**src/common/secv_pkg.sv**
```systemverilog
// Shared widths, types and encodings for the memory side of the core, imported by every RTL module
package secv_pkg;

    // Word index width, 256 doublewords
    localparam int ADDR_WIDTH = 8;

    // Reset also clears the memory array when set
    localparam bit RESET_MEM = 1'b1;

    typedef logic [ADDR_WIDTH+2:0] baddr_t;
    typedef logic [ADDR_WIDTH-1:0] waddr_t;
    typedef logic [31:0]           inst_t;
    typedef logic [63:0]           dword_t;
    typedef logic [7:0]            dsel_t;
    typedef logic [3:0]            isel_t;

    // Byte offset inside a doubleword, and log2 of the access size
    typedef logic [2:0] boffs_t;
    typedef logic [1:0] lsize_t;

    typedef enum logic [3:0] {
        LB,
        LH,
        LW,
        LD,
        LBU,
        LHU,
        LWU,
        SB,
        SH,
        SW,
        SD
    } ls_op_e;

    // Command as it enters the load/store unit
    typedef struct packed {
        ls_op_e op;
        baddr_t addr;
        dword_t wdata;
    } ls_cmd_t;

    // Decoded command, wdata already in lane position
    typedef struct packed {
        waddr_t waddr;
        dsel_t  sel;
        dword_t wdata;
        logic   we;
        boffs_t offs;
        lsize_t size;
        logic   sgn;
        logic   misal;
    } ls_dec_t;

    typedef struct packed {
        dword_t data;
        logic   err;
        logic   store;
    } ls_res_t;

    // Wishbone master states for fetch and data port
    typedef enum logic {
        IDLE,
        REQ
    } wb_state_e;

endpackage

```
**src/lsu/lsu_result.sv**
```systemverilog
// Load/store result stage, aligns and extends load data and pulses the result
`timescale 1ns/1ps

module lsu_result
    import secv_pkg::*;
(
    input  logic    clk_i,
    input  logic    rst_i,
    input  logic    exe_valid_i,
    input  ls_dec_t exe_i,
    input  dword_t  rdata_i,
    output logic    res_valid_o,
    output ls_res_t res_o
);

    dword_t shifted;
    dword_t ext;

    // Move the addressed bytes down to lane 0
    assign shifted = rdata_i >> {exe_i.offs, 3'b000};

    always_comb begin
        case (exe_i.size)
            2'd0:    ext = {{56{exe_i.sgn & shifted[7]}}, shifted[7:0]};
            2'd1:    ext = {{48{exe_i.sgn & shifted[15]}}, shifted[15:0]};
            2'd2:    ext = {{32{exe_i.sgn & shifted[31]}}, shifted[31:0]};
            default: ext = shifted;
        endcase
    end

    always_ff @(posedge clk_i) begin
        if (rst_i) begin
            res_valid_o <= 1'b0;
        end else begin
            res_valid_o <= exe_valid_i;
        end
    end

    // Stores and faults return zero data
    always_ff @(posedge clk_i) begin
        if (exe_valid_i) begin
            res_o.data  <= (exe_i.we || exe_i.misal) ? '0 : ext;
            res_o.err   <= exe_i.misal;
            res_o.store <= exe_i.we;
        end
    end

endmodule

```
**config.mk**
```make
export PLATFORM = sky130hd
export DESIGN_NAME = lsu_result
export DESIGN_NICKNAME = d
export VERILOG_FILES = /design/src/common/secv_pkg.sv /design/src/lsu/lsu_result.sv
export SDC_FILE = /design/constraint.sdc
export NUM_CORES = 1
export LEC_CHECK = 0
export BUFFER_PORTS_ARGS = -buffer_cell sky130_fd_sc_hd__buf_2
export CAP_MARGIN = 15
export CORE_MARGIN = 1.5
export CORE_UTILIZATION = 48
export CTS_BUF_LIST = sky130_fd_sc_hd__clkbuf_16
export DETAILED_ROUTE_END_ITERATION = 7
export PLACE_DENSITY = 0.82
export SYNTH_ARGS = -nofsm -noshare
export SYNTH_HDL_FRONTEND = slang
export SYNTH_SLANG_ARGS = --single-unit
```
**constraint.sdc**
```tcl
create_clock -name clk_i -period 1.9 [get_ports clk_i]
set_input_delay 0.285 -clock clk_i [delete_from_list [all_inputs] [get_ports clk_i]]
set_output_delay 0.285 -clock clk_i [all_outputs]
set_load 0.05 [all_outputs]
```
==> reports/metrics.yaml <==
fillers: 793
hold_path.class: "primary input to flip-flop"
post_drt_wl_per_cell_microns: 19.57
powerDensity_nw_per_um2: 741.3
clkTransAtPathRegs_ns: 0.06
seq_area_sq_um: 2002
routed_wl_microns: 13890
place_congestion: 0.9821
end_kind: "flip-flop"
hold_viol: 0
drtIter0Drc: 473
synth_flop_cell: "edfxtp_1"
fp-row-count: 36
wl_met2_microns: 6633
cts_root_buffer: "clkbuf_16"
netlist_area_sq_um: 4727
grt_max_degree: 65
die_h_microns: 102.2
synth_seq_cells: 67
yosysUniqueCellTypes: 40
clock-sinks: 67
drive_gt1_share_pct: 45.06
multi_input_area_sq_um: 2459
hold-path-endpoint: "res_valid_o$_SDFF_PP0_"
rsz0062_at_grt: "false"
drt-met1-wl_microns: 5681
cts-htree-levels: 3
clock_path_buffers: 2
critPathRequiredTime_ns: 2.09
vias_per_cell: 6.079
yosysWarnings: 0
synth_edf_count: 66
whs_path_depth: 2
cts_buffers: 9
synth_nets: 566
tightest_slew_ns: 0.4916
max_freq_mhz: 556.8
antenna_left: 0
post-dp-hpwl_microns: 10600
wl_met3_microns: 1081
io-pin-count: 222
syn_area_per_cell_sq_um: 11.50
grt_pass1_vias: 3977
p_leak_nw: 2.450
crit_start: "exe_i[5]"
core-area_sq_um: 9639
die_area_sq_um: 10450
io_buffers: 141
netlist_instances: 411
irDropWorstVdd_mv: 0.3816
final_cell_mix: "buf_2, edfxtp_1, nand2_1"
slew_headroom_pct: 67.23
grt-ovfl-total: 0
instances_no_fill: 710
slew_violations: 0
hp-start: "rst_i"
ys_seq_area_share_pct: 42.35
layout_commonest_cell: "buf_2"
power_w: 0.004548
crit_path_start_kind: "primary input"
layout.nets: 727
antenna_found_initial: 0
start_util_pct: 49.04
grt_pass1_wl_microns: 20750
vias: 4316
antenna_cells: 0
track_usage_pct: 26.86
syn_to_final_growth_pct: 29.80
drc: 0
dp.cells: 694
worstPathArrival_ns: 1.99
finalInstanceArea_sq_um: 6136
async_reset_ff_share_pct: 0
period_share_pct: 94.53
cts_tree: "yes"
die_x_microns: 102.2
top_layer_used: "met4"
status: "finished, final reports clean"
dr.pass1.iters: 5
crit_fanout: 17
period_needed_ns: 1.796
path_class: "primary input to flip-flop"
place_area_sq_um: 5872
cap_viol_max_count: 0
setup_viol: 0
fin_util_pct: 63.66
==> critical path, stage by stage <==
cell,delay (ns)
buf_2,0.16
buf_4,0.26
buf_4,0.27
mux2i_1,0.15
mux4_2,0.47
or2_1,0.23
a21oi_1,0.15
==> synth_stat cells (all sizes together), types with 3 or more instances <==
| cell | count | area, sq um |
|---|---|---|
| mux4 | 25 | 563.0 |
| o2bb2ai | 8 | 70.07 |
| nand3 | 3 | 15.01 |
| o21ai | 12 | 60.06 |
| or2 | 8 | 50.05 |
| and2 | 8 | 50.05 |
| mux2 | 16 | 180.2 |
| edfxtp | 66 | 1982 |
| mux2i | 39 | 390.4 |
| nor2 | 10 | 37.54 |
| clkbuf | 18 | 67.56 |
| nand2b | 9 | 56.30 |
| a21oi | 15 | 75.07 |
| inv | 3 | 11.26 |
| nor2b | 10 | 62.56 |
| a41oi | 32 | 280.3 |
| a31oi | 16 | 100.1 |
| o211ai | 8 | 60.06 |
| a22o | 3 | 26.28 |
| and3 | 8 | 50.05 |
| buf | 30 | 200.2 |
| nand2 | 52 | 195.2 |
==> worst max-delay path by stage <==
stage                     cells past startpoint                       to  slack, ns
final                                         7  res_o[15]$_SDFFCE_PP0P_       0.10
after global placement                        7  res_o[43]$_SDFFCE_PP0P_      -0.16
after floorplan                               6  res_o[22]$_SDFFCE_PP0P_       0.09
after global routing                          7  res_o[15]$_SDFFCE_PP0P_       0.01
after CTS                                     7  res_o[43]$_SDFFCE_PP0P_       0.12
after detailed placement                      6  res_o[45]$_SDFFCE_PP0P_      -0.21
==> logic make-up (layout without fill, tap and decap cells) <==
| family | count (synthesis) | count (layout) | share of synthesized area (%) |
|---|---|---|---|
| compound gates | 98 | 98 | 15.43 |
| buf+inv | 51 | 217 | 5.903 |
| flops | 67 | 67 | 42.35 |
| mux | 80 | 80 | 23.98 |
| simple gates | 115 | 115 | 12.33 |
==> final cells by class <==
cell class	count	share of cell area (%)
multi-input combinational	293	40.07
sequential	67	32.63
timing repair buffer	198	20.15
clock buffer	9	3.670
tap	133	2.712
clock inverter	7	0.5914
inverter	3	0.1835
==> per-stage QoR <==
stage	setup slack (ns)	hold slack, ns	setup TNS, ns
2_1_floorplan	0.09089	0.3566	0
3_3_place_gp	-0.1569	0.4412	-4.466
3_5_place_dp	-0.2080	0.4492	-5.982
4_1_cts	0.1153	0.1010	0
5_1_grt	0.01311	0.1107	0
6_report	0.1039	0.1137	0
==> layer usage <==
| layer | GRT usage [%] | vias up |
|---|---|---|
| met5 | 0 | - |
| met4 | 11.80 | 0 |
| met3 | 5.130 | 42 |
| met2 | 41.87 | 253 |
| met1 | 36.73 | 2070 |
| li1 | - | 1951 |
==> what timing repair did <==
item | in CTS | in global routing
hold buffers | 0 | 0
hold endpoints to repair | 0 | 0
gates resized for setup | 0 | 1
buffers inserted | 0 | 0
setup endpoints to repair | 0 | 1
==> power by group <==
group          internal (W)  switching [W]
clock network      0.000862       0.000606
logic              0.000469       0.000841
registers           0.00174      0.0000274
total               0.00307        0.00147
==> registers in the layout, summed over array words and instances (netlist names) <==
signal	count
res_valid_o	1
res_o	66
No activity file was read; power rests on OpenSTA's default activity.
