`src/common/secv_pkg.sv`:
```
// Shared widths, types and encodings for the memory side of the core, imported by every RTL module
package secv_pkg;

    // Word index width, 256 doublewords
    localparam int ADDR_WIDTH = 8;

    // Reset also clears the memory array when set
    localparam bit RESET_MEM = 1'b1;

    typedef logic [ADDR_WIDTH+2:0] baddr_t;
    typedef logic [ADDR_WIDTH-1:0] waddr_t;
    typedef logic [31:0]           inst_t;
    typedef logic [63:0]           dword_t;
    typedef logic [7:0]            dsel_t;
    typedef logic [3:0]            isel_t;

    // Byte offset inside a doubleword, and log2 of the access size
    typedef logic [2:0] boffs_t;
    typedef logic [1:0] lsize_t;

    typedef enum logic [3:0] {
        LB,
        LH,
        LW,
        LD,
        LBU,
        LHU,
        LWU,
        SB,
        SH,
        SW,
        SD
    } ls_op_e;

    // Command as it enters the load/store unit
    typedef struct packed {
        ls_op_e op;
        baddr_t addr;
        dword_t wdata;
    } ls_cmd_t;

    // Decoded command, wdata already in lane position
    typedef struct packed {
        waddr_t waddr;
        dsel_t  sel;
        dword_t wdata;
        logic   we;
        boffs_t offs;
        lsize_t size;
        logic   sgn;
        logic   misal;
    } ls_dec_t;

    typedef struct packed {
        dword_t data;
        logic   err;
        logic   store;
    } ls_res_t;

    // Wishbone master states for fetch and data port
    typedef enum logic {
        IDLE,
        REQ
    } wb_state_e;

endpackage

```
`src/lsu/lsu_decode.sv`:
```
// Load/store decode stage, turns an accepted command into bus lanes and a misalignment flag
`timescale 1ns/1ps

module lsu_decode
    import secv_pkg::*;
(
    input  logic    clk_i,
    input  logic    rst_i,
    input  logic    ls_valid_i,
    input  ls_cmd_t ls_cmd_i,
    input  logic    busy_i,
    output logic    ls_ready_o,
    output logic    dec_valid_o,
    output ls_dec_t dec_o
);

    lsize_t size;
    logic   sgn;
    logic   we;
    boffs_t offs;
    dsel_t  mask;

    assign ls_ready_o = !busy_i && !dec_valid_o;
    assign offs       = ls_cmd_i.addr[2:0];

    always_comb begin
        sgn = 1'b0;
        we  = 1'b0;
        case (ls_cmd_i.op)
            LB:      begin size = 2'd0; sgn = 1'b1; end
            LH:      begin size = 2'd1; sgn = 1'b1; end
            LW:      begin size = 2'd2; sgn = 1'b1; end
            LBU:     size = 2'd0;
            LHU:     size = 2'd1;
            LWU:     size = 2'd2;
            SB:      begin size = 2'd0; we = 1'b1; end
            SH:      begin size = 2'd1; we = 1'b1; end
            SW:      begin size = 2'd2; we = 1'b1; end
            SD:      begin size = 2'd3; we = 1'b1; end
            default: size = 2'd3;
        endcase
        // Lanes covered by the access before shifting
        mask = dsel_t'((9'd1 << (4'd1 << size)) - 9'd1);
    end

    always_ff @(posedge clk_i) begin
        if (rst_i) begin
            dec_valid_o <= 1'b0;
        end else begin
            dec_valid_o <= ls_valid_i && ls_ready_o;
        end
    end

    always_ff @(posedge clk_i) begin
        if (ls_valid_i && ls_ready_o) begin
            dec_o.waddr <= ls_cmd_i.addr[ADDR_WIDTH+2:3];
            dec_o.sel   <= mask << offs;
            dec_o.wdata <= ls_cmd_i.wdata << {offs, 3'b000};
            dec_o.we    <= we;
            dec_o.offs  <= offs;
            dec_o.size  <= size;
            dec_o.sgn   <= sgn;
            // Offset must be a multiple of the access size
            dec_o.misal <= (offs & boffs_t'((4'd1 << size) - 4'd1)) != 3'd0;
        end
    end

endmodule

```
`config.mk`:
```
export PLATFORM = sky130hd
export DESIGN_NAME = lsu_decode
export DESIGN_NICKNAME = d
export VERILOG_FILES = /design/src/common/secv_pkg.sv /design/src/lsu/lsu_decode.sv
export SDC_FILE = /design/constraint.sdc
export NUM_CORES = 1
export LEC_CHECK = 0
export ABC_CLOCK_PERIOD_IN_PS = 4180
export BUFFER_PORTS_ARGS = -buffer_cell sky130_fd_sc_hd__buf_2
export CAP_MARGIN = 30
export CORE_ASPECT_RATIO = 2
export CORE_MARGIN = 5
export CORE_UTILIZATION = 28
export DETAILED_ROUTE_END_ITERATION = 6
export PLACE_DENSITY = 0.58
export SLEW_MARGIN = 20
export SYNTH_ARGS = -nofsm -noshare
export SYNTH_HDL_FRONTEND = slang
export SYNTH_SLANG_ARGS = --single-unit
```
`constraint.sdc`:
```
create_clock -name clk_i -period 4.18 [get_ports clk_i]
set_clock_uncertainty 0.1 [all_clocks]
set_input_delay 0.209 -clock clk_i [delete_from_list [all_inputs] [get_ports clk_i]]
set_output_delay 0.209 -clock clk_i [all_outputs]
set_load 0.05 [all_outputs]
```
==> results.txt <==
* Core Box Area: 17,200 um2
- Die area: 20,300 um2
- For this run, the total global-route usage over all layers was measured as 16.4%.
- The clock reaches the later pin of the worst-skew pair after 0.34 ns.
- Post-CTS timing repair inserted 0 buffers for setup.
- During placement, the flow inserted port buffers numbering 172.
- Routed Antenna Nets: 0
- Number of primary I/O pins: 173
- Counting every net in the synthesized netlist gives 497.
- Unrepaired setup endpoints after global routing: false
- RD Place Congestion: between 0.8 and 0.9
- Entering global routing, the biggest net connects 71 pins.
- Final-stage net count: 661
- Final clock period utilization by the worst path: 53.2%
- The number of buffers and inverters on the critical path is 2.
* Starting density of the core: 28.4%
- The tree built by TritonCTS fans out to just under 90 sinks.
- WL final: 16.7 mm
- The number of antenna violations at the first check in global routing was 1.
- Mean number of vias per cell: 4.89
- Kind of end point of the critical path: flop
* Crit-path leading delay family: buffers and inverters
* DIE HEIGHT: 197 um
* Path depth of the worst reg2reg path: 3
- Post-detailed-route DRC marker count: 0
* Number of instances in the synthesized netlist: 414
- Counting along the longest clock path gives a buffer depth of 2.
* TritonCTS clock tree: yes
- Derived from the worst setup path, the maximum achievable clock frequency is ~450 MHz.
- The critical path crosses 5 cells after its start point.
- For this run, the slowest stage of the critical path takes 0.63 ns.
- Worst-margin pin slew: ~0.90 ns
* Most frequent cells in the layout: 171 x sky130_fd_sc_hd__buf_2, 88 x sky130_fd_sc_hd__edfxtp_1, 64 x sky130_fd_sc_hd__mux2i_1
- Worst setup slack for register-to-register paths: 1.99 ns
* Pre-antenna DRT Iters: 4
- Post-route total power: around 2.4 mW
* Count of vias placed by the detailed router: 3,877
- Crit Path Max Fanout: 34
* Detail Placement HPWL: around 13 mm
- The share of the Yosys chip area taken by registers is 54.6%.
* Top flip-flop cell by instance count after synthesis: sky130_fd_sc_hd__edfxtp_1
* Site row count: 68
* Cells on Worst Hold Path: 2
* Critical path data arrival time: 2.21 ns
- Hold repair after CTS inserted 9 buffers.
- Count of different cell masters after synthesis: 41
- For this run, the number of Yosys warnings is 0.
* Sum of negative setup slack: 0 ns
* Most frequent standard cell in the layout excluding fill and tap cells: sky130_fd_sc_hd__buf_2
- Slowest cell on the critical path: sky130_fd_sc_hd__buf_2
- The via count of the first global-routing pass came to a little under 4,000.
* Final-report max-slew violation count: 0
- The path class of the tightest hold or removal check is in -> reg.
* Maximum vdd drop: 0.177 mV
- Post-detailed-route wirelength per cell: about 21 um
- CTS H-tree lvls: 3
* Data required time at the worst endpoint: 4.16 ns
- Counting flops with an async set or reset pin after synthesis yields a share of 0%.
- In this run the clock root is driven by a sky130_fd_sc_hd__clkbuf_16.
- Width of the chip: 103 um
- The worst setup path is launched from an input port.
- For this design the ratio of total power to cell area is 389 nW/um2.
- Max-cap violations in this run came to 0.
* Number of hold-slack violations in the final timing report: 0
- Counting the fill cells in the layout gives 1,748.
* TritonCTS buffer count: 9
- Category of the critical setup timing path: in -> reg
- For this block, the initial DRC count from the detailed router was 163.
- Outcome: finished clean
- Global-route wire length before repair: 24.1 mm
- Count of antenna diodes in the layout: 0
- For this design the static power due to leakage is roughly 2.6 nW.
* Share of cells above drive strength 1: 39.5%
- Cell chain of the critical path: buf_2 -> buf_4 -> mux2_2 -> o21ai_0 -> mux2i_1
* Post-synthesis instance area: 4870 um2
- Clock Pin Slew Worst Setup and Hold Paths: 0.07 ns
- Count of final setup violators: 0
- After layout, the minimum clock period comes to 2.22 ns.
* CTS-repair resized insts: 0
- Summed over all layers, the global routing overflow is 0.
- Number of enable flip-flop cells after synthesis: 88
- Relative slew slack: 40.2%
* Number of synthesized register bits: 89
- After synthesis, the mean cell area works out to 11.8 um2.
* Area growth from synthesis to layout: 27.8%
-- layer usage --
layer / track usage, % / part of all wire (%)
met4: 7.59 / 3.7
met3: 2.76 / 4.7
met2: 31.1 / 58
met5: 0 / 0.096
met1: 16.7 / 34
-- sequential cells by signal (all words and copies together), names as in the netlist --
register     count
dec_valid_o      1
dec_o           88
-- final timing paths --
path                      from   endpoint
hold / removal     ls_cmd_i[1]   dec_o[9]
setup reg to reg   dec_valid_o  dec_o[74]
setup / recovery  ls_cmd_i[65]  dec_o[66]
hold reg to reg    dec_valid_o  dec_o[80]
-- worst reg2reg max path, cell delays in order, from the launching register on --
cell and delay [ns]:
sky130_fd_sc_hd__dfxtp_1 0.32, sky130_fd_sc_hd__nor2_1 0.17, sky130_fd_sc_hd__and2_4 0.76, sky130_fd_sc_hd__buf_4 0.49
-- through the flow --
stage	setup slack [ns]	cell area (um2)	instances	hold slack, ns	util, %
CTS	1.96	6230	793	0.106	36.2
global placement	1.63	5830	768	0.266	33.9
detailed placement	1.59	5830	768	0.276	33.9
global route	1.81	6230	793	0.125	36.2
finish	1.96	6230	793	0.114	36.2
floorplan	0.227	4870	414	0.181	-
-- area by class of cell --
type	instances	area [um2]	area share, %
Clock inverter	5	62.6	1.00
Sequential cell	89	2660	42.8
Multi-Input combinational cell	289	2000	32.1
Inverter	4	15.0	0.241
Clock buffer	11	243	3.90
Tap cell	210	263	4.22
Timing Repair Buffer	185	983	15.8
-- Yosys cell counts, types with 6 or more instances --
| cell type | count | area (um2) |
|---|---|---|
| sky130_fd_sc_hd__nor2b_1 | 13 | 81.3 |
| sky130_fd_sc_hd__a21oi_1 | 16 | 80.1 |
| sky130_fd_sc_hd__clkbuf_1 | 6 | 22.5 |
| sky130_fd_sc_hd__nor2_1 | 41 | 154 |
| sky130_fd_sc_hd__buf_2 | 14 | 70.1 |
| sky130_fd_sc_hd__edfxtp_1 | 88 | 2640 |
| sky130_fd_sc_hd__o22ai_1 | 16 | 100 |
| sky130_fd_sc_hd__buf_4 | 7 | 52.6 |
| sky130_fd_sc_hd__mux2_2 | 24 | 270 |
| sky130_fd_sc_hd__o21ai_0 | 33 | 165 |
| sky130_fd_sc_hd__and2_1 | 9 | 56.3 |
| sky130_fd_sc_hd__nand2_1 | 37 | 139 |
| sky130_fd_sc_hd__o2bb2ai_1 | 8 | 70.1 |
| sky130_fd_sc_hd__mux2i_1 | 64 | 641 |
-- power breakdown --
part,total (mW),switching (mW),internal (mW)
Clock,0.841,0.357,0.483
Sequential,1.06,0.0129,1.04
Combinational,0.528,0.370,0.158
-- logic make-up (layout without fill, tap and decap cells) --
family	after synthesis	after routing	share of synthesized area [%]
buffers and inverters	36	205	4.44
DFF	89	89	54.6
and+or+nand+nor	110	110	10.5
muxes	88	88	18.7
AOI/OAI and AO/OA	91	91	11.8
Power figures use the tool's default switching activity.
