## config.mk

```make
export PLATFORM = sky130hd
export DESIGN_NAME = lsu_execute
export DESIGN_NICKNAME = d
export VERILOG_FILES = /design/src/common/secv_pkg.sv /design/src/lsu/lsu_execute.sv
export SDC_FILE = /design/constraint.sdc
export NUM_CORES = 1
export LEC_CHECK = 0
export BUFFER_PORTS_ARGS = -buffer_cell sky130_fd_sc_hd__buf_4
export CAP_MARGIN = 20
export CORE_AREA = 2 2 151 153
export DETAILED_ROUTE_END_ITERATION = 7
export DIE_AREA = 0 0 153 155
export GPL_ROUTABILITY_DRIVEN = 0
export PLACE_DENSITY = 0.52
export SLEW_MARGIN = 40
export SYNTH_ARGS = -nofsm -noshare
export SYNTH_HDL_FRONTEND = slang
export SYNTH_SLANG_ARGS = --single-unit
export TNS_END_PERCENT = 30
```

## constraint.sdc

```tcl
create_clock -name clk_i -period 2.4 [get_ports clk_i]
set_clock_uncertainty 0.2 [all_clocks]
set_input_delay 0.48 -clock clk_i [delete_from_list [all_inputs] [get_ports clk_i]]
set_output_delay 0.48 -clock clk_i [all_outputs]
set_load 0.02 [all_outputs]
```

## src/common/secv_pkg.sv

```systemverilog
// Shared widths, types and encodings for the memory side of the core, imported by every RTL module
package secv_pkg;

    // Word index width, 256 doublewords
    localparam int ADDR_WIDTH = 8;

    // Reset also clears the memory array when set
    localparam bit RESET_MEM = 1'b1;

    typedef logic [ADDR_WIDTH+2:0] baddr_t;
    typedef logic [ADDR_WIDTH-1:0] waddr_t;
    typedef logic [31:0]           inst_t;
    typedef logic [63:0]           dword_t;
    typedef logic [7:0]            dsel_t;
    typedef logic [3:0]            isel_t;

    // Byte offset inside a doubleword, and log2 of the access size
    typedef logic [2:0] boffs_t;
    typedef logic [1:0] lsize_t;

    typedef enum logic [3:0] {
        LB,
        LH,
        LW,
        LD,
        LBU,
        LHU,
        LWU,
        SB,
        SH,
        SW,
        SD
    } ls_op_e;

    // Command as it enters the load/store unit
    typedef struct packed {
        ls_op_e op;
        baddr_t addr;
        dword_t wdata;
    } ls_cmd_t;

    // Decoded command, wdata already in lane position
    typedef struct packed {
        waddr_t waddr;
        dsel_t  sel;
        dword_t wdata;
        logic   we;
        boffs_t offs;
        lsize_t size;
        logic   sgn;
        logic   misal;
    } ls_dec_t;

    typedef struct packed {
        dword_t data;
        logic   err;
        logic   store;
    } ls_res_t;

    // Wishbone master states for fetch and data port
    typedef enum logic {
        IDLE,
        REQ
    } wb_state_e;

endpackage

```

## src/lsu/lsu_execute.sv

```systemverilog
// Load/store execute stage, runs the Wishbone classic cycle on the data port
`timescale 1ns/1ps

module lsu_execute
    import secv_pkg::*;
(
    input  logic    clk_i,
    input  logic    rst_i,
    input  logic    dec_valid_i,
    input  ls_dec_t dec_i,
    output logic    busy_o,
    output logic    exe_valid_o,
    output ls_dec_t exe_o,
    output dword_t  rdata_o,

    // Wishbone port 2
    output logic    cyc_o,
    output logic    stb_o,
    output dsel_t   sel_o,
    output waddr_t  adr_o,
    output logic    we_o,
    output dword_t  dat_o,
    input  dword_t  dat_i,
    input  logic    ack_i
);

    wb_state_e state_q;
    ls_dec_t   cmd_q;
    // Misaligned command waiting one cycle in place of a bus cycle
    logic      bypass_q;

    // Bus fields stay stable from cmd_q until ack
    assign cyc_o = (state_q == REQ);
    assign stb_o = (state_q == REQ);
    assign sel_o = cmd_q.sel;
    assign adr_o = cmd_q.waddr;
    assign we_o  = cmd_q.we;
    assign dat_o = cmd_q.wdata;

    // Read data is valid in the ack cycle, the result stage latches it
    assign exe_valid_o = bypass_q || (state_q == REQ && ack_i);
    assign exe_o       = cmd_q;
    assign rdata_o     = dat_i;

    // Result pulse is registered on the same edge as the return to IDLE
    assign busy_o = (state_q == REQ) || bypass_q;

    always_ff @(posedge clk_i) begin
        if (rst_i) begin
            state_q  <= IDLE;
            bypass_q <= 1'b0;
        end else begin
            bypass_q <= 1'b0;
            case (state_q)
                IDLE: begin
                    if (dec_valid_i) begin
                        if (dec_i.misal) begin
                            bypass_q <= 1'b1;
                        end else begin
                            state_q <= REQ;
                        end
                    end
                end
                REQ: begin
                    if (ack_i) begin
                        state_q <= IDLE;
                    end
                end
                default: state_q <= IDLE;
            endcase
        end
    end

    always_ff @(posedge clk_i) begin
        if (dec_valid_i) begin
            cmd_q <= dec_i;
        end
    end

endmodule

```

==> reports/metrics.yaml, run 1 <==
worst-r2r-cell-count: 2
detail_route.wl_per_cell_um: 18.8
globalRoute.totalOverflow: 0
first_global_vias: 2339
rsz0062_at_grt: "false"
instances_no_fill: 663
cts_resized: 0
n_antenna_cell: 0
synthesis.nets: 398
detailedRoute.firstIterationViolations: 106
worst_ir_drop_vdd_mv: 0.265
r2r_slack_ns: 1.22
routed_wirelength_um: 12500
hold_buffers: 0
die-width_um: 153
design.final.nets: 529
timing.hold.worst_path_depth: 2
residual_antenna_violating_net_count_after_detailed_routing: 0
worst-endpoint-required_ns: 1.72
finalSetupViolations: 0
synth_sequential_area_ratio: 0.701
antenna_found_initial: 0
groute.usage.overall: 0.0976
report.final.slew_viol_count: 0
cpMaxStageDelayCell: "dfxtp_1"
min_from: "rst_i"
synth_warn: 0
ys_types: 9
synth_enable_flop_cells: 88
max_cap_violations: 0
grt_start_max_net_pins: 47
critPathArrivalTime_ns: 1.13
total_power_uw: 4130
fp.dieH_um: 155
final_period_minus_worst_setup_slack_ns: 1.81
critPathMaxFanout: 7
p_leak_uw: 0.00233
asyncSetResetFlopFracSynth: 0
detailedRoute.firstPassIterationCount: 4
outcome: "finished clean"
global_route_wire_length_before_repair_um: 16200
worstSetupEndpointType: "output pin"
post_cts.repair.setup_buffers: 0
cp_top_delay_family: "flip-flops"
yosys_register_bits: 90
crit_buf_inv: 1
crit-reg2reg-capture: "cyc_o"
clock_sinks: 90
synth.largest_area_cell: "edfxtp_1"
syn-cell-area_mm2: 0.00383
placed_cells: 647
synth-main-ff-cell: "edfxtp_1"
final_min_period_over_clock_period: 0.754
final_util: 0.243
fraction_of_final_layout_cells_with_drive_strength_greater_than_1: 0.749
initial_util: 0.172
worst_pin_slew_ns: 0.263
route.detailed.vias_per_inst: 3.32
num_vias: 2204
root_buffer_master: "clkbuf_16"
syn_to_final_growth_pct: 41.1
regToRegStartpoint: "cyc_o"
setup_total_negative_slack_ns: 0
clkLatencyLatePin_ns: 0.34
port_buffers: 264
coreArea_mm2: 0.0222
synthTopCellsByCount: "146 x buf_4, 88 x edfxtp_1, 2 x dfxtp_1"
timing.setup.critical_path_class: "flop to output pin"
syn-instance-count: 242
worstHoldPathType: "input port to flop"
clock_path_buffers: 2
worst_slew_margin_rel: 0.825
critical-path-max-stage-delay_ns: 0.38
fmax_mhz: 553
yosysMostFrequentCell: "buf_4"
numCtsBuffers: 9
critical_path.startpoint_type: "flop"
ctsHtreeMaxLevel: 3
finalHoldViolations: 0
avgSynthCellArea_um2: 15.8
post-synth-top-area-fraction: 0.690
top_ports: 393
tritoncts: "built"
drc: 0
worst_hold_path.endpoint: "cyc_o"
placementRows: 55
clkTransAtPathRegs_ns: 0.07
p_per_area_mw_per_mm2: 764
path_cells: "or2_1, buf_4"
synth_area_leaders: "edfxtp_1 69%, buf_4 29%, dfxtp_1 1.0%"
post-dp-hpwl_um: 10500
design.die.area_mm2: 0.0237
fillCellCount: 2325
metrics by stage:
stage	setup slack (ns)	area [um^2]	hold slack (ns)
global placement	0.770	5110	0.440
floorplan	0.992	3830	0.349
detailed placement	0.766	5110	0.443
finish	0.590	5400	0.0954
global route	0.544	5400	0.0748
CTS	0.557	5400	0.0724
placed cells by master (no fill, tap or decap), drive strengths merged:
master / Yosys / routed
clkinv: 0 / 4
or2: 1 / 1
a21o: 1 / 1
or3b: 1 / 1
clkinvlp: 0 / 1
buf: 146 / 266
edfxtp: 88 / 88
and4bb: 1 / 1
clkbuf: 0 / 9
or2b: 1 / 1
dfxtp: 2 / 2
a21oi: 1 / 1
inv: 0 / 2
registers in the layout, indices dropped and copies added (netlist names):
signal,flops
dat_o,64
we_o,1
bypass_q,1
exe_o,7
cyc_o,1
adr_o,8
sel_o,8
kinds of logic after synthesis:
kind of cell    after synthesis  share of synthesized area
flops                        90                      0.701
simple gates                  4                    0.00915
buf+inv                     146                      0.286
compound gates                2                    0.00360
area by class of cell:
type | count | area [um^2] | area share
clock buffer | 9 | 225 | 0.0417
timing repair buffer | 266 | 2020 | 0.374
sequential | 90 | 2680 | 0.497
multi-input combinational | 6 | 48.8 | 0.00904
clock inverter | 7 | 65.1 | 0.0120
tap | 285 | 357 | 0.0660
worst max-delay path by stage:
stage,start,end,slack (ns),depth (start not counted)
2_1_floorplan,cyc_o,busy_o,0.99,1
3_3_place_gp,ack_i,exe_valid_o,0.77,3
3_5_place_dp,ack_i,exe_valid_o,0.77,3
4_1_cts,cyc_o,busy_o,0.56,2
5_1_grt,cyc_o,busy_o,0.54,2
6_report,cyc_o,busy_o,0.59,2
metal layers:
metal,up-vias,global-route usage,wire length (um)
li1,940,-,-
met1,1006,0.0777,3310
met2,207,0.178,6710
met3,51,0.0593,1780
met4,0,0.0617,641
met5,-,0.00621,0
report_power, final:
group	switching (uW)	leakage, uW	internal, uW
Sequential	77.9	0.000878	1870
Combinational	433	0.00131	373
Clock	654	0.000138	723
(Power assumes the default switching activity.)
==> run 2: changes to the inputs <==
==> constraint.sdc (replaced) <==
create_clock -name clk_i -period 1.75 [get_ports clk_i]
set_clock_uncertainty 0.2 [all_clocks]
set_input_delay 0.35 -clock clk_i [delete_from_list [all_inputs] [get_ports clk_i]]
set_output_delay 0.35 -clock clk_i [all_outputs]
set_load 0.02 [all_outputs]
==> run 2 against run 1 <==
Via count is 15% higher; combinational power rose by 59%; highest routed layer is now met5; register-to-register slack worse by 0.61 ns; die area unchanged.
==> reports/metrics.yaml, run 2 (synthesis results as in run 1) <==
p_sw_uw: 1620
groute.usage.overall: 0.107
report.final.slew_viol_count: 0
finalSetupViolations: 0
design_area_mm2: 0.00632
critPathMaxFanout: 7
worst_pin_slew_ns: 0.254
dpl-instance-area_mm2: 0.00511
post_cts.repair.setup_buffers: 0
num_vias: 2545
final_period_minus_worst_setup_slack_ns: 1.65
grt_start_max_net_pins: 45
clkTransAtPathRegs_ns: 0.07
syn_to_final_growth_pct: 65.2
residual_antenna_violating_net_count_after_detailed_routing: 0
final_util: 0.284
combinationalPowerShare: 0.210
worst-endpoint-required_ns: 1.20
worstSetupStartpoint: "cyc_o"
multi_input_comb_area_um2: 48.8
placementRows: 55
fmax_mhz: 606
p_per_area_mw_per_mm2: 962
antenna_found_initial: 0
intPower_uw: 4470
drc: 0
max_cap_violations: 0
fraction_of_final_layout_cells_with_drive_strength_greater_than_1: 0.607
top_ports: 393
timing.setup.critical_path_class: "flop to output pin"
regToRegStartpoint: "cyc_o"
critical_path.startpoint_type: "flop"
fillCellCount: 2233
share_clk_of_total_power: 0.352
worstSetupEndpointType: "output pin"
design.die.area_mm2: 0.0237
total_power_uw: 6080
register_area_mm2: 0.00268
worst_ir_drop_vdd_mv: 0.380
post-dp-hpwl_um: 10700
p_leak_uw: 0.00272
clock_sinks: 90
path_cells: "or2_1, buf_4"
numCtsBuffers: 9
swShare: 0.266
fp.dieH_um: 155
route.detailed.vias_per_inst: 3.39
detailedRoute.firstPassIterationCount: 4
ctsHtreeMaxLevel: 3
critPathArrivalTime_ns: 1.10
tritoncts: "built"
routed_wirelength_um: 13400
n_antenna_cell: 0
r2r_slack_ns: 0.61
finalHoldViolations: 0
crit-reg2reg-capture: "cyc_o"
most_common_library_cell_in_the_layout_ignoring_fill_and_taps: "buf_4"
cpMaxStageDelayCell: "dfxtp_1"
layout_common_cells: "264 x buf_4, 89 x dlygate4sd3_1, 88 x edfxtp_1, 9 x clkbuf_16, 4 x inv_6"
final_min_period_over_clock_period: 0.943
first_global_vias: 2729
cp-endpoint: "busy_o"
globalRoute.totalOverflow: 0
die-width_um: 153
worstHoldPathType: "input port to flop"
rsz0062_at_grt: "false"
worst-r2r-cell-count: 2
detail_route.wl_per_cell_um: 17.9
initial_util: 0.172
clock_path_buffers: 2
detailedRoute.firstIterationViolations: 120
clkLatencyLatePin_ns: 0.34
largest_register_ff_count: 64
setup_total_negative_slack_ns: 0
worst_slew_margin_rel: 0.831
root_buffer_master: "clkbuf_16"
design.final.nets: 618
power.sequential.fraction: 0.438
coreArea_mm2: 0.0222
port_buffers: 264
global_route_wire_length_before_repair_um: 18100
outcome: "finished clean"
critical-path-max-stage-delay_ns: 0.36
-- run 2: cell types whose count changed in the layout (fill, tap and decap cells not counted) --
cell | previous run | this run
dlygate4sd3_1 | 0 | 89
inv_6 | 1 | 4
bufinv_16 | 0 | 2
clkinv_4 | 2 | 0
clkinv_1 | 1 | 0
clkinv_8 | 1 | 0
clkinvlp_4 | 1 | 0
inv_8 | 1 | 0
-- run 2: final cells by class --
class,count,area share
Tap cell,285,0.0564
Clock inverter,6,0.0150
Sequential cell,90,0.424
Multi-Input combinational cell,6,0.00772
Timing Repair Buffer,355,0.461
Clock buffer,9,0.0356
-- run 2: stage by stage --
stage / worst slack [ns] / hold slack (ns) / cells
finish: 0.0997 / 0.0709 / 751
global placement: 0.378 / 0.319 / 647
CTS: 0.0685 / 0.0451 / 751
global route: 0.0594 / 0.0689 / 751
floorplan: 0.472 / 0.219 / 242
detailed placement: 0.376 / 0.317 / 647
-- run 2: what timing repair did --
item                                   4_1_cts  5_1_grt
hold buffers                                89        0
endpoints found under the hold margin       89        0
resized for setup                            0        0
-- run 2: worst max-delay path: cells and delay by family (launching register included) --
kind	cells	cell delay, ns
AND/OR/NAND/NOR	1	0.24
flip-flops	1	0.36
buffers and inverters	1	0.16
-- run 2: metal layers --
layer  vias to the layer above  track usage  wire length [um]  part of all wire
met4                         2       0.0631               647             0.048
met3                        51       0.0552              1670              0.12
li1                       1120            -                 -                 -
met1                      1165       0.0901              3780              0.28
met5                         -      0.00621                20            0.0015
met2                       207        0.199              7330              0.55
-- run 2: power by group through the flow --
stage | Combinational [uW] | Clock (uW) | Sequential (uW)
final | 1280 | 2140 | 2660
after global routing | 1340 | 2320 | 2690
after CTS | 1290 | 2240 | 2670
after detailed placement | 1130 | 0 | 2710
after global placement | 1130 | 0 | 2700
after floorplan | 625 | 0 | 2900
-- run 2: worst min path at each step --
stage                     start    end  slack (ns)  cells past startpoint
final                     ack_i  cyc_o        0.07                      3
after CTS                 ack_i  cyc_o        0.05                      3
after global routing      ack_i  cyc_o        0.07                      3
after detailed placement  rst_i  cyc_o        0.32                      2
after floorplan           rst_i  cyc_o        0.22                      1
after global placement    rst_i  cyc_o        0.32                      2
