==> src/common/secv_pkg.sv <==
// Shared widths, types and encodings for the memory side of the core, imported by every RTL module
package secv_pkg;

    // Word index width, 256 doublewords
    localparam int ADDR_WIDTH = 8;

    // Reset also clears the memory array when set
    localparam bit RESET_MEM = 1'b1;

    typedef logic [ADDR_WIDTH+2:0] baddr_t;
    typedef logic [ADDR_WIDTH-1:0] waddr_t;
    typedef logic [31:0]           inst_t;
    typedef logic [63:0]           dword_t;
    typedef logic [7:0]            dsel_t;
    typedef logic [3:0]            isel_t;

    // Byte offset inside a doubleword, and log2 of the access size
    typedef logic [2:0] boffs_t;
    typedef logic [1:0] lsize_t;

    typedef enum logic [3:0] {
        LB,
        LH,
        LW,
        LD,
        LBU,
        LHU,
        LWU,
        SB,
        SH,
        SW,
        SD
    } ls_op_e;

    // Command as it enters the load/store unit
    typedef struct packed {
        ls_op_e op;
        baddr_t addr;
        dword_t wdata;
    } ls_cmd_t;

    // Decoded command, wdata already in lane position
    typedef struct packed {
        waddr_t waddr;
        dsel_t  sel;
        dword_t wdata;
        logic   we;
        boffs_t offs;
        lsize_t size;
        logic   sgn;
        logic   misal;
    } ls_dec_t;

    typedef struct packed {
        dword_t data;
        logic   err;
        logic   store;
    } ls_res_t;

    // Wishbone master states for fetch and data port
    typedef enum logic {
        IDLE,
        REQ
    } wb_state_e;

endpackage

==> src/source/ifetch.sv <==
// Instruction fetch master, one Wishbone read on port 1 per accepted pc
`timescale 1ns/1ps

module ifetch
    import secv_pkg::*;
(
    input  logic   clk_i,
    input  logic   rst_i,

    input  logic   fetch_valid_i,
    input  baddr_t fetch_pc_i,
    output logic   fetch_ready_o,
    output logic   inst_valid_o,
    output inst_t  inst_o,

    // Wishbone port 1
    output logic   cyc_o,
    output logic   stb_o,
    output isel_t  sel_o,
    output baddr_t adr_o,
    input  inst_t  dat_i,
    input  logic   ack_i
);

    wb_state_e state_q;
    baddr_t    pc_q;

    assign fetch_ready_o = (state_q == IDLE);

    assign cyc_o = (state_q == REQ);
    assign stb_o = (state_q == REQ);
    assign sel_o = 4'hF;
    assign adr_o = pc_q;

    always_ff @(posedge clk_i) begin
        if (rst_i) begin
            state_q      <= IDLE;
            inst_valid_o <= 1'b0;
        end else begin
            inst_valid_o <= 1'b0;
            case (state_q)
                IDLE: begin
                    if (fetch_valid_i) begin
                        state_q <= REQ;
                    end
                end
                REQ: begin
                    if (ack_i) begin
                        state_q      <= IDLE;
                        inst_valid_o <= 1'b1;
                    end
                end
                default: state_q <= IDLE;
            endcase
        end
    end

    // Instructions are word aligned, low pc bits dropped
    always_ff @(posedge clk_i) begin
        if (fetch_valid_i && fetch_ready_o) begin
            pc_q <= fetch_pc_i & ~baddr_t'(3);
        end
        if (state_q == REQ && ack_i) begin
            inst_o <= dat_i;
        end
    end

endmodule

==> config.mk <==
export PLATFORM = sky130hd
export DESIGN_NAME = ifetch
export DESIGN_NICKNAME = d
export VERILOG_FILES = /design/src/common/secv_pkg.sv /design/src/source/ifetch.sv
export SDC_FILE = /design/constraint.sdc
export NUM_CORES = 1
export LEC_CHECK = 0
export BUFFER_PORTS_ARGS = -buffer_cell sky130_fd_sc_hd__buf_2
export CAP_MARGIN = 20
export CORE_UTILIZATION = 36
export DETAILED_ROUTE_END_ITERATION = 16
export PLACE_DENSITY = 0.75
export SYNTH_ARGS = -nofsm -noshare
export SYNTH_HDL_FRONTEND = slang
export SYNTH_SLANG_ARGS = --single-unit
==> constraint.sdc <==
create_clock -name clk_i -period 1.09 [get_ports clk_i]
set_input_delay 0.109 -clock clk_i [delete_from_list [all_inputs] [get_ports clk_i]]
set_output_delay 0.109 -clock clk_i [all_outputs]
set_load 0.02 [all_outputs]
==> impl_metrics.py, run 1 <==
metrics = {
    "global_route": {
        "grtUsageMet2": 0.290,
        "gr-usage-met3": 0.0625,
        "grt_pass1_vias": 1046,
        "grt.busiest_layer": "met2",
        "gr-total-overflow": 0,
        "grt_usage": 0.153,
        "grt_pass1_wl_um": 4410,
        "grt_max_degree": 19,
        "antenna_found_initial": 0,
        "grt_util_met1": 0.124,
    },
    "critical_path": {
        "reg2reg_setup_slack_ns": 0.09,
        "cp-start-kind": "flop",
        "worstSetupPathType": "flop to flop",
        "rr_worst_depth": 1,
        "rr_startpoint": "cyc_o",
        "rr_endpoint": "adr_o[3]",
        "critPathArrivalTime_ns": 0.98,
        "cp_num_buf_inv": 0,
        "path_cells": "and2b_2",
        "cp.required_ns": 1.07,
        "crit_path_max_fanout": 9,
        "setup.worst_path.end_class": "flop",
        "slowest_delay_ns": 0.36,
        "critPathSlowestCell": "dfxtp_4",
        "crit_family": "flip-flops",
        "cp.depth": 1,
    },
    "routing": {
        "drtPass1Iterations": 4,
        "via_per_inst": 4.14,
        "wl_um": 3030,
        "dr_total_vias": 1007,
        "drtIter0Drc": 24,
        "avgRoutedWirePerCell_um": 12.5,
        "antenna_left": 0,
        "drc": 0,
    },
    "floorplan": {
        "pin_count": 98,
        "start_util": 0.377,
        "rows": 22,
        "die_x_um": 63.9,
        "dieArea_um2": 4090,
        "core_um2": 3660,
        "dieHeight_um": 63.9,
    },
    "logic_synthesis": {
        "synth_most_common_cell": "edfxtp_1",
        "synth_top_cell_by_area": "edfxtp_1",
        "synth-adder-area-share": 0,
        "synth_mux_area_frac": 0,
        "synth_edf_count": 41,
        "yosysWarnings": 0,
        "synth_cell_types": 10,
        "synth_area_per_cell_um2": 23.8,
        "synthCells": 58,
        "synth_top_family_by_area": "buffers and inverters",
        "synth-xor-area-share": 0,
        "ys_ff_latch": 43,
        "yosys-top-cells-count": "edfxtp_1 (41), buf_4 (7), conb_1 (2), dfxtp_1 (2)",
        "synth_ff_type": "edfxtp_1",
        "synth_area_leaders": "edfxtp_1 (89%), buf_4 (3.8%), dfxtp_1 (2.9%), nor2b_4 (1.0%), nor3_2 (0.73%)",
        "synth_top_area_frac": 0.892,
        "synthArstFlopShare": 0,
        "syn_area_um2": 1380,
        "synth_compound_area_frac": 0,
        "synth-simple-area-share": 0.0326,
        "yosysSeqAreaShare": 0.921,
    },
    "timing": {
        "final-setup-viol-count": 0,
        "skew_ns": 0.00456,
        "hold_violations": 0,
        "fin_setup_tns_ns": 0,
        "rsz0062_at_grt": "false",
        "period_share": 0.917,
        "fin_crit_ns": 1.00,
        "hold_ws_ns": 0.0183,
        "final_max_slew_viol_count": 0,
        "max_freq_ghz": 1.00,
    },
    "layout": {
        "num-fill-cells": 264,
        "num_antenna_cells": 0,
        "areaGrowthSynthToFinish_pct": 73.3,
        "finish.utilization": 0.653,
        "final_cell_area_um2": 2390,
        "layout.nets": 241,
        "layout-drive-gt1-share": 0.533,
    },
    "placement": {
        "portBuffers": 89,
        "gp_congestion": 0.802,
        "place_area_um2": 1890,
        "hpwl_um": 1960,
    },
    "clock_network": {
        "post_cts_buffers": 0,
        "root_buffer": "clkbuf_8",
        "cts_buffer_depth": 2,
        "cts_max_level": 2,
        "clk_transition_reported_paths_ns": 0.08,
        "clock-sinks": 43,
        "cts_made_buffers": 5,
        "clk_latency_ns": 0.29,
        "cts_tree": "done",
    },
    "job": {
        "maxCapViolCount": 0,
    },
    "run_status": {
        "status": "complete, no violations",
    },
    "worst_hold_path": {
        "holdPathStages": 2,
        "hp-start": "rst_i",
        "min_to": "inst_valid_o",
        "min_path_type": "input port to flop",
    },
    "power_and_ir_drop": {
        "cellLeakagePower_nw": 1.02,
        "ir_worst_vdd_v": 0.00107,
        "power_density_nw_per_um2": 1380,
    },
}
cell type report:
type	instances	area, um2	area share
Multi-Input combinational cell	11	67.6	0.0283
Inverter	1	3.75	0.00157
Timing Repair Buffer	132	896	0.375
Tap cell	48	60.1	0.0251
Clock inverter	3	20.0	0.00837
Sequential cell	43	1270	0.533
Clock buffer	5	68.8	0.0288
worst max path at each step:
stage | start | endpoint | slack, ns
2_1_floorplan | cyc_o | inst_o[0] | 0.002
3_3_place_gp | cyc_o | inst_o[11] | 0.13
3_5_place_dp | cyc_o | adr_o[4] | 0.10
4_1_cts | cyc_o | adr_o[7] | 0.09
5_1_grt | cyc_o | adr_o[3] | 0.06
6_report | cyc_o | adr_o[3] | 0.09
registers in the layout, indices dropped and copies added (netlist names):
name	count
adr_o	9
cyc_o	1
inst_o	32
inst_valid_o	1
what timing repair did:
action | in CTS | in global routing
hold buffers | 40 | 1
endpoints found under the hold margin | 40 | 1
resized for setup | 0 | 0
logic make-up after synthesis:
| family | after synthesis |
|---|---|
| AND/OR/NAND/NOR | 5 |
| other | 2 |
| buffers and inverters | 8 |
| flip-flops | 43 |
per-stage QoR:
step | std cells | total power, mW | worst slack, ns
final | 243 | 3.31 | 0.0901
after global routing | 243 | 3.46 | 0.0591
after CTS | 242 | 3.33 | 0.0925
after detailed placement | 194 | 2.27 | 0.102
after global placement | 194 | 2.26 | 0.126
after floorplan | 62 | 2.12 | 0.00231
power breakdown:
part	leakage, nW	internal (mW)	total [mW]	switching, mW
combinational	0.580	0.221	0.438	0.217
sequential	0.398	1.89	1.91	0.0178
clock	0.0402	0.445	0.961	0.516
total	1.02	2.56	3.31	0.750
metal layers:
layer / share of wire / vias up
li1: - / 473
met1: 0.32 / 464
met2: 0.57 / 60
met3: 0.071 / 10
met4: 0.033 / 0
met5: 0 / -
layout by cell type (no fill, tap or decap):
cell and n:
and2_4 1, and2b_2 1, buf_12 2, buf_2 89, clkbuf_8 5, clkinv_2 1
clkinvlp_4 2, conb_1 6, dfxtp_1 1, dfxtp_4 1, dlygate4sd3_1 41, edfxtp_1 41
inv_1 1, nor2_1 1, nor2b_4 1, nor3_2 1
Note: power is estimated with default switching activity, not from simulation.
==> run 2, diff against run 1 <==
--- a/config.mk
+++ b/config.mk
@@ -10,6 +10,8 @@
 export CORE_UTILIZATION = 36
 export DETAILED_ROUTE_END_ITERATION = 16
 export PLACE_DENSITY = 0.75
+export RECOVER_POWER = 25
+export SETUP_SLACK_MARGIN = 0.3
 export SYNTH_ARGS = -nofsm -noshare
 export SYNTH_HDL_FRONTEND = slang
 export SYNTH_SLANG_ARGS = --single-unit
==> run 2 against run 1 <==
Sequential share of layout area decreased by 4.3 points. Cell area increased by 8.9%. Critical path depth increased by 1.
==> impl_metrics.py, run 2 (synthesis results as in run 1) <==
metrics = {
    "run_status": {
        "status": "complete, no violations",
    },
    "floorplan": {
        "die_x_um": 63.9,
        "dieHeight_um": 63.9,
        "rows": 22,
        "dieArea_um2": 4090,
        "pin_count": 98,
        "start_util": 0.377,
        "core_um2": 3660,
    },
    "global_route": {
        "gr-total-overflow": 0,
        "antenna_found_initial": 0,
        "grt_pass1_wl_um": 4470,
        "grt_usage": 0.155,
        "grt_pass1_vias": 1046,
        "grt_max_degree": 25,
    },
    "layout": {
        "finish.utilization": 0.711,
        "final_common_cell": "buf_2",
        "layout-drive-gt1-share": 0.531,
        "layout.nets": 242,
        "final_cell_area_um2": 2600,
        "largest_reg_flops": 32,
        "areaGrowthSynthToFinish_pct": 88.7,
        "largest-register": "inst_o",
        "num_antenna_cells": 0,
        "layout_common_cells": "buf_2 (62), dlygate4sd3_1 (42), edfxtp_1 (41), buf_6 (27), conb_1 (6)",
    },
    "placement": {
        "portBuffers": 89,
        "gp_congestion": 0.732,
        "place_area_um2": 1880,
        "hpwl_um": 1920,
    },
    "clock_network": {
        "cts_buffer_depth": 2,
        "clock-sinks": 43,
        "cts_made_buffers": 5,
        "cts_max_level": 2,
        "root_buffer": "clkbuf_8",
        "cts_tree": "done",
        "clk_latency_ns": 0.29,
        "clk_transition_reported_paths_ns": 0.08,
    },
    "worst_hold_path": {
        "min_to": "cyc_o",
        "hp-start": "fetch_valid_i",
        "min_path_type": "input port to flop",
        "holdPathStages": 3,
    },
    "routing": {
        "avgRoutedWirePerCell_um": 12.8,
        "antenna_left": 0,
        "dr_total_vias": 986,
        "drtPass1Iterations": 4,
        "drtIter0Drc": 33,
        "drc": 0,
        "wl_um": 3120,
        "via_per_inst": 4.04,
    },
    "critical_path": {
        "crit_path_max_fanout": 10,
        "rr_startpoint": "cyc_o",
        "cp-start-kind": "flop",
        "worstSetupPathType": "flop to flop",
        "rr_endpoint": "inst_o[3]",
        "setup.worst_path.end_class": "flop",
        "cp.required_ns": 1.09,
        "reg2reg_setup_slack_ns": 0.09,
        "critPathArrivalTime_ns": 1.00,
        "rr_worst_depth": 2,
    },
    "timing": {
        "period_share": 0.918,
        "fin_setup_tns_ns": 0,
        "hold_ws_ns": 0.0847,
        "hold_violations": 0,
        "final_max_slew_viol_count": 0,
        "skew_ns": 0.0104,
        "max_freq_ghz": 1.00,
        "fin_crit_ns": 1.00,
        "rsz0062_at_grt": "true",
        "final-setup-viol-count": 0,
    },
    "power_and_ir_drop": {
        "power_density_nw_per_um2": 1460,
        "power_mw": 3.81,
        "switchingPower_mw": 0.738,
        "power.internal_mw": 3.07,
        "p_seq_frac": 0.504,
        "cellLeakagePower_nw": 1.10,
        "power.share.clock": 0.369,
        "ir_worst_vdd_v": 0.000864,
        "share_comb_of_total_power": 0.127,
        "p_sw_frac": 0.194,
    },
    "job": {
        "maxCapViolCount": 0,
    },
}
[run 2: cell count changes in the layout (fill, tap and decap cells not counted), moves of 2 or more]
cell        before  now
clkinvlp_4       2    0
bufinv_16        0    2
buf_2           89   62
buf_6            0   27
[run 2: worst max-delay path by stage]
stage                from    endpoint  slack (ns)
detailed placement  cyc_o   inst_o[3]        0.10
global placement    cyc_o  inst_o[27]        0.12
global route        cyc_o  inst_o[22]        0.06
floorplan           cyc_o   inst_o[0]       0.002
finish              cyc_o   inst_o[3]        0.09
CTS                 cyc_o   inst_o[3]        0.09
[run 2: what timing repair did]
action,4_1_cts,5_1_grt
hold buffers,40,2
buffers inserted,0,0
hold endpoints to repair,40,2
endpoints found under the setup margin,88,88
gates resized for setup,9,47
[run 2: worst max-delay path, cell delays in order, from the launching register on]
cell,delay (ns)
dfxtp_4,0.37
and2_4,0.16
buf_4,0.18
[run 2: cell type report]
class	instances	area, um2
sequential	43	1280
clock inverter	2	60.1
multi-input combinational	11	68.8
clock buffer	6	72.6
fill	253	1060
inverter	1	3.75
timing repair buffer	133	1060
tap	48	60.1
[run 2: power groups by stage]
stage / Clock [mW] / Combinational, mW / Sequential [mW]
floorplan: 0 / 0.0832 / 2.04
global placement: 0 / 0.307 / 1.94
detailed placement: 0 / 0.316 / 1.95
CTS: 1.44 / 0.435 / 1.91
global route: 1.52 / 0.512 / 1.93
finish: 1.41 / 0.485 / 1.92
[run 2: metrics by stage]
step | cells | setup slack [ns]
finish | 244 | 0.0896
global route | 244 | 0.0557
CTS | 242 | 0.0910
detailed placement | 194 | 0.101
global placement | 194 | 0.118
floorplan | 62 | 0.00249
[run 2: layer usage]
metal,up-vias,share of wire,wire length [um],global-route usage
met5,-,0,0,0
met4,0,0.024,74,0.0710
met3,9,0.084,262,0.0768
met2,55,0.57,1790,0.287
met1,447,0.32,998,0.136
li1,475,-,-,-
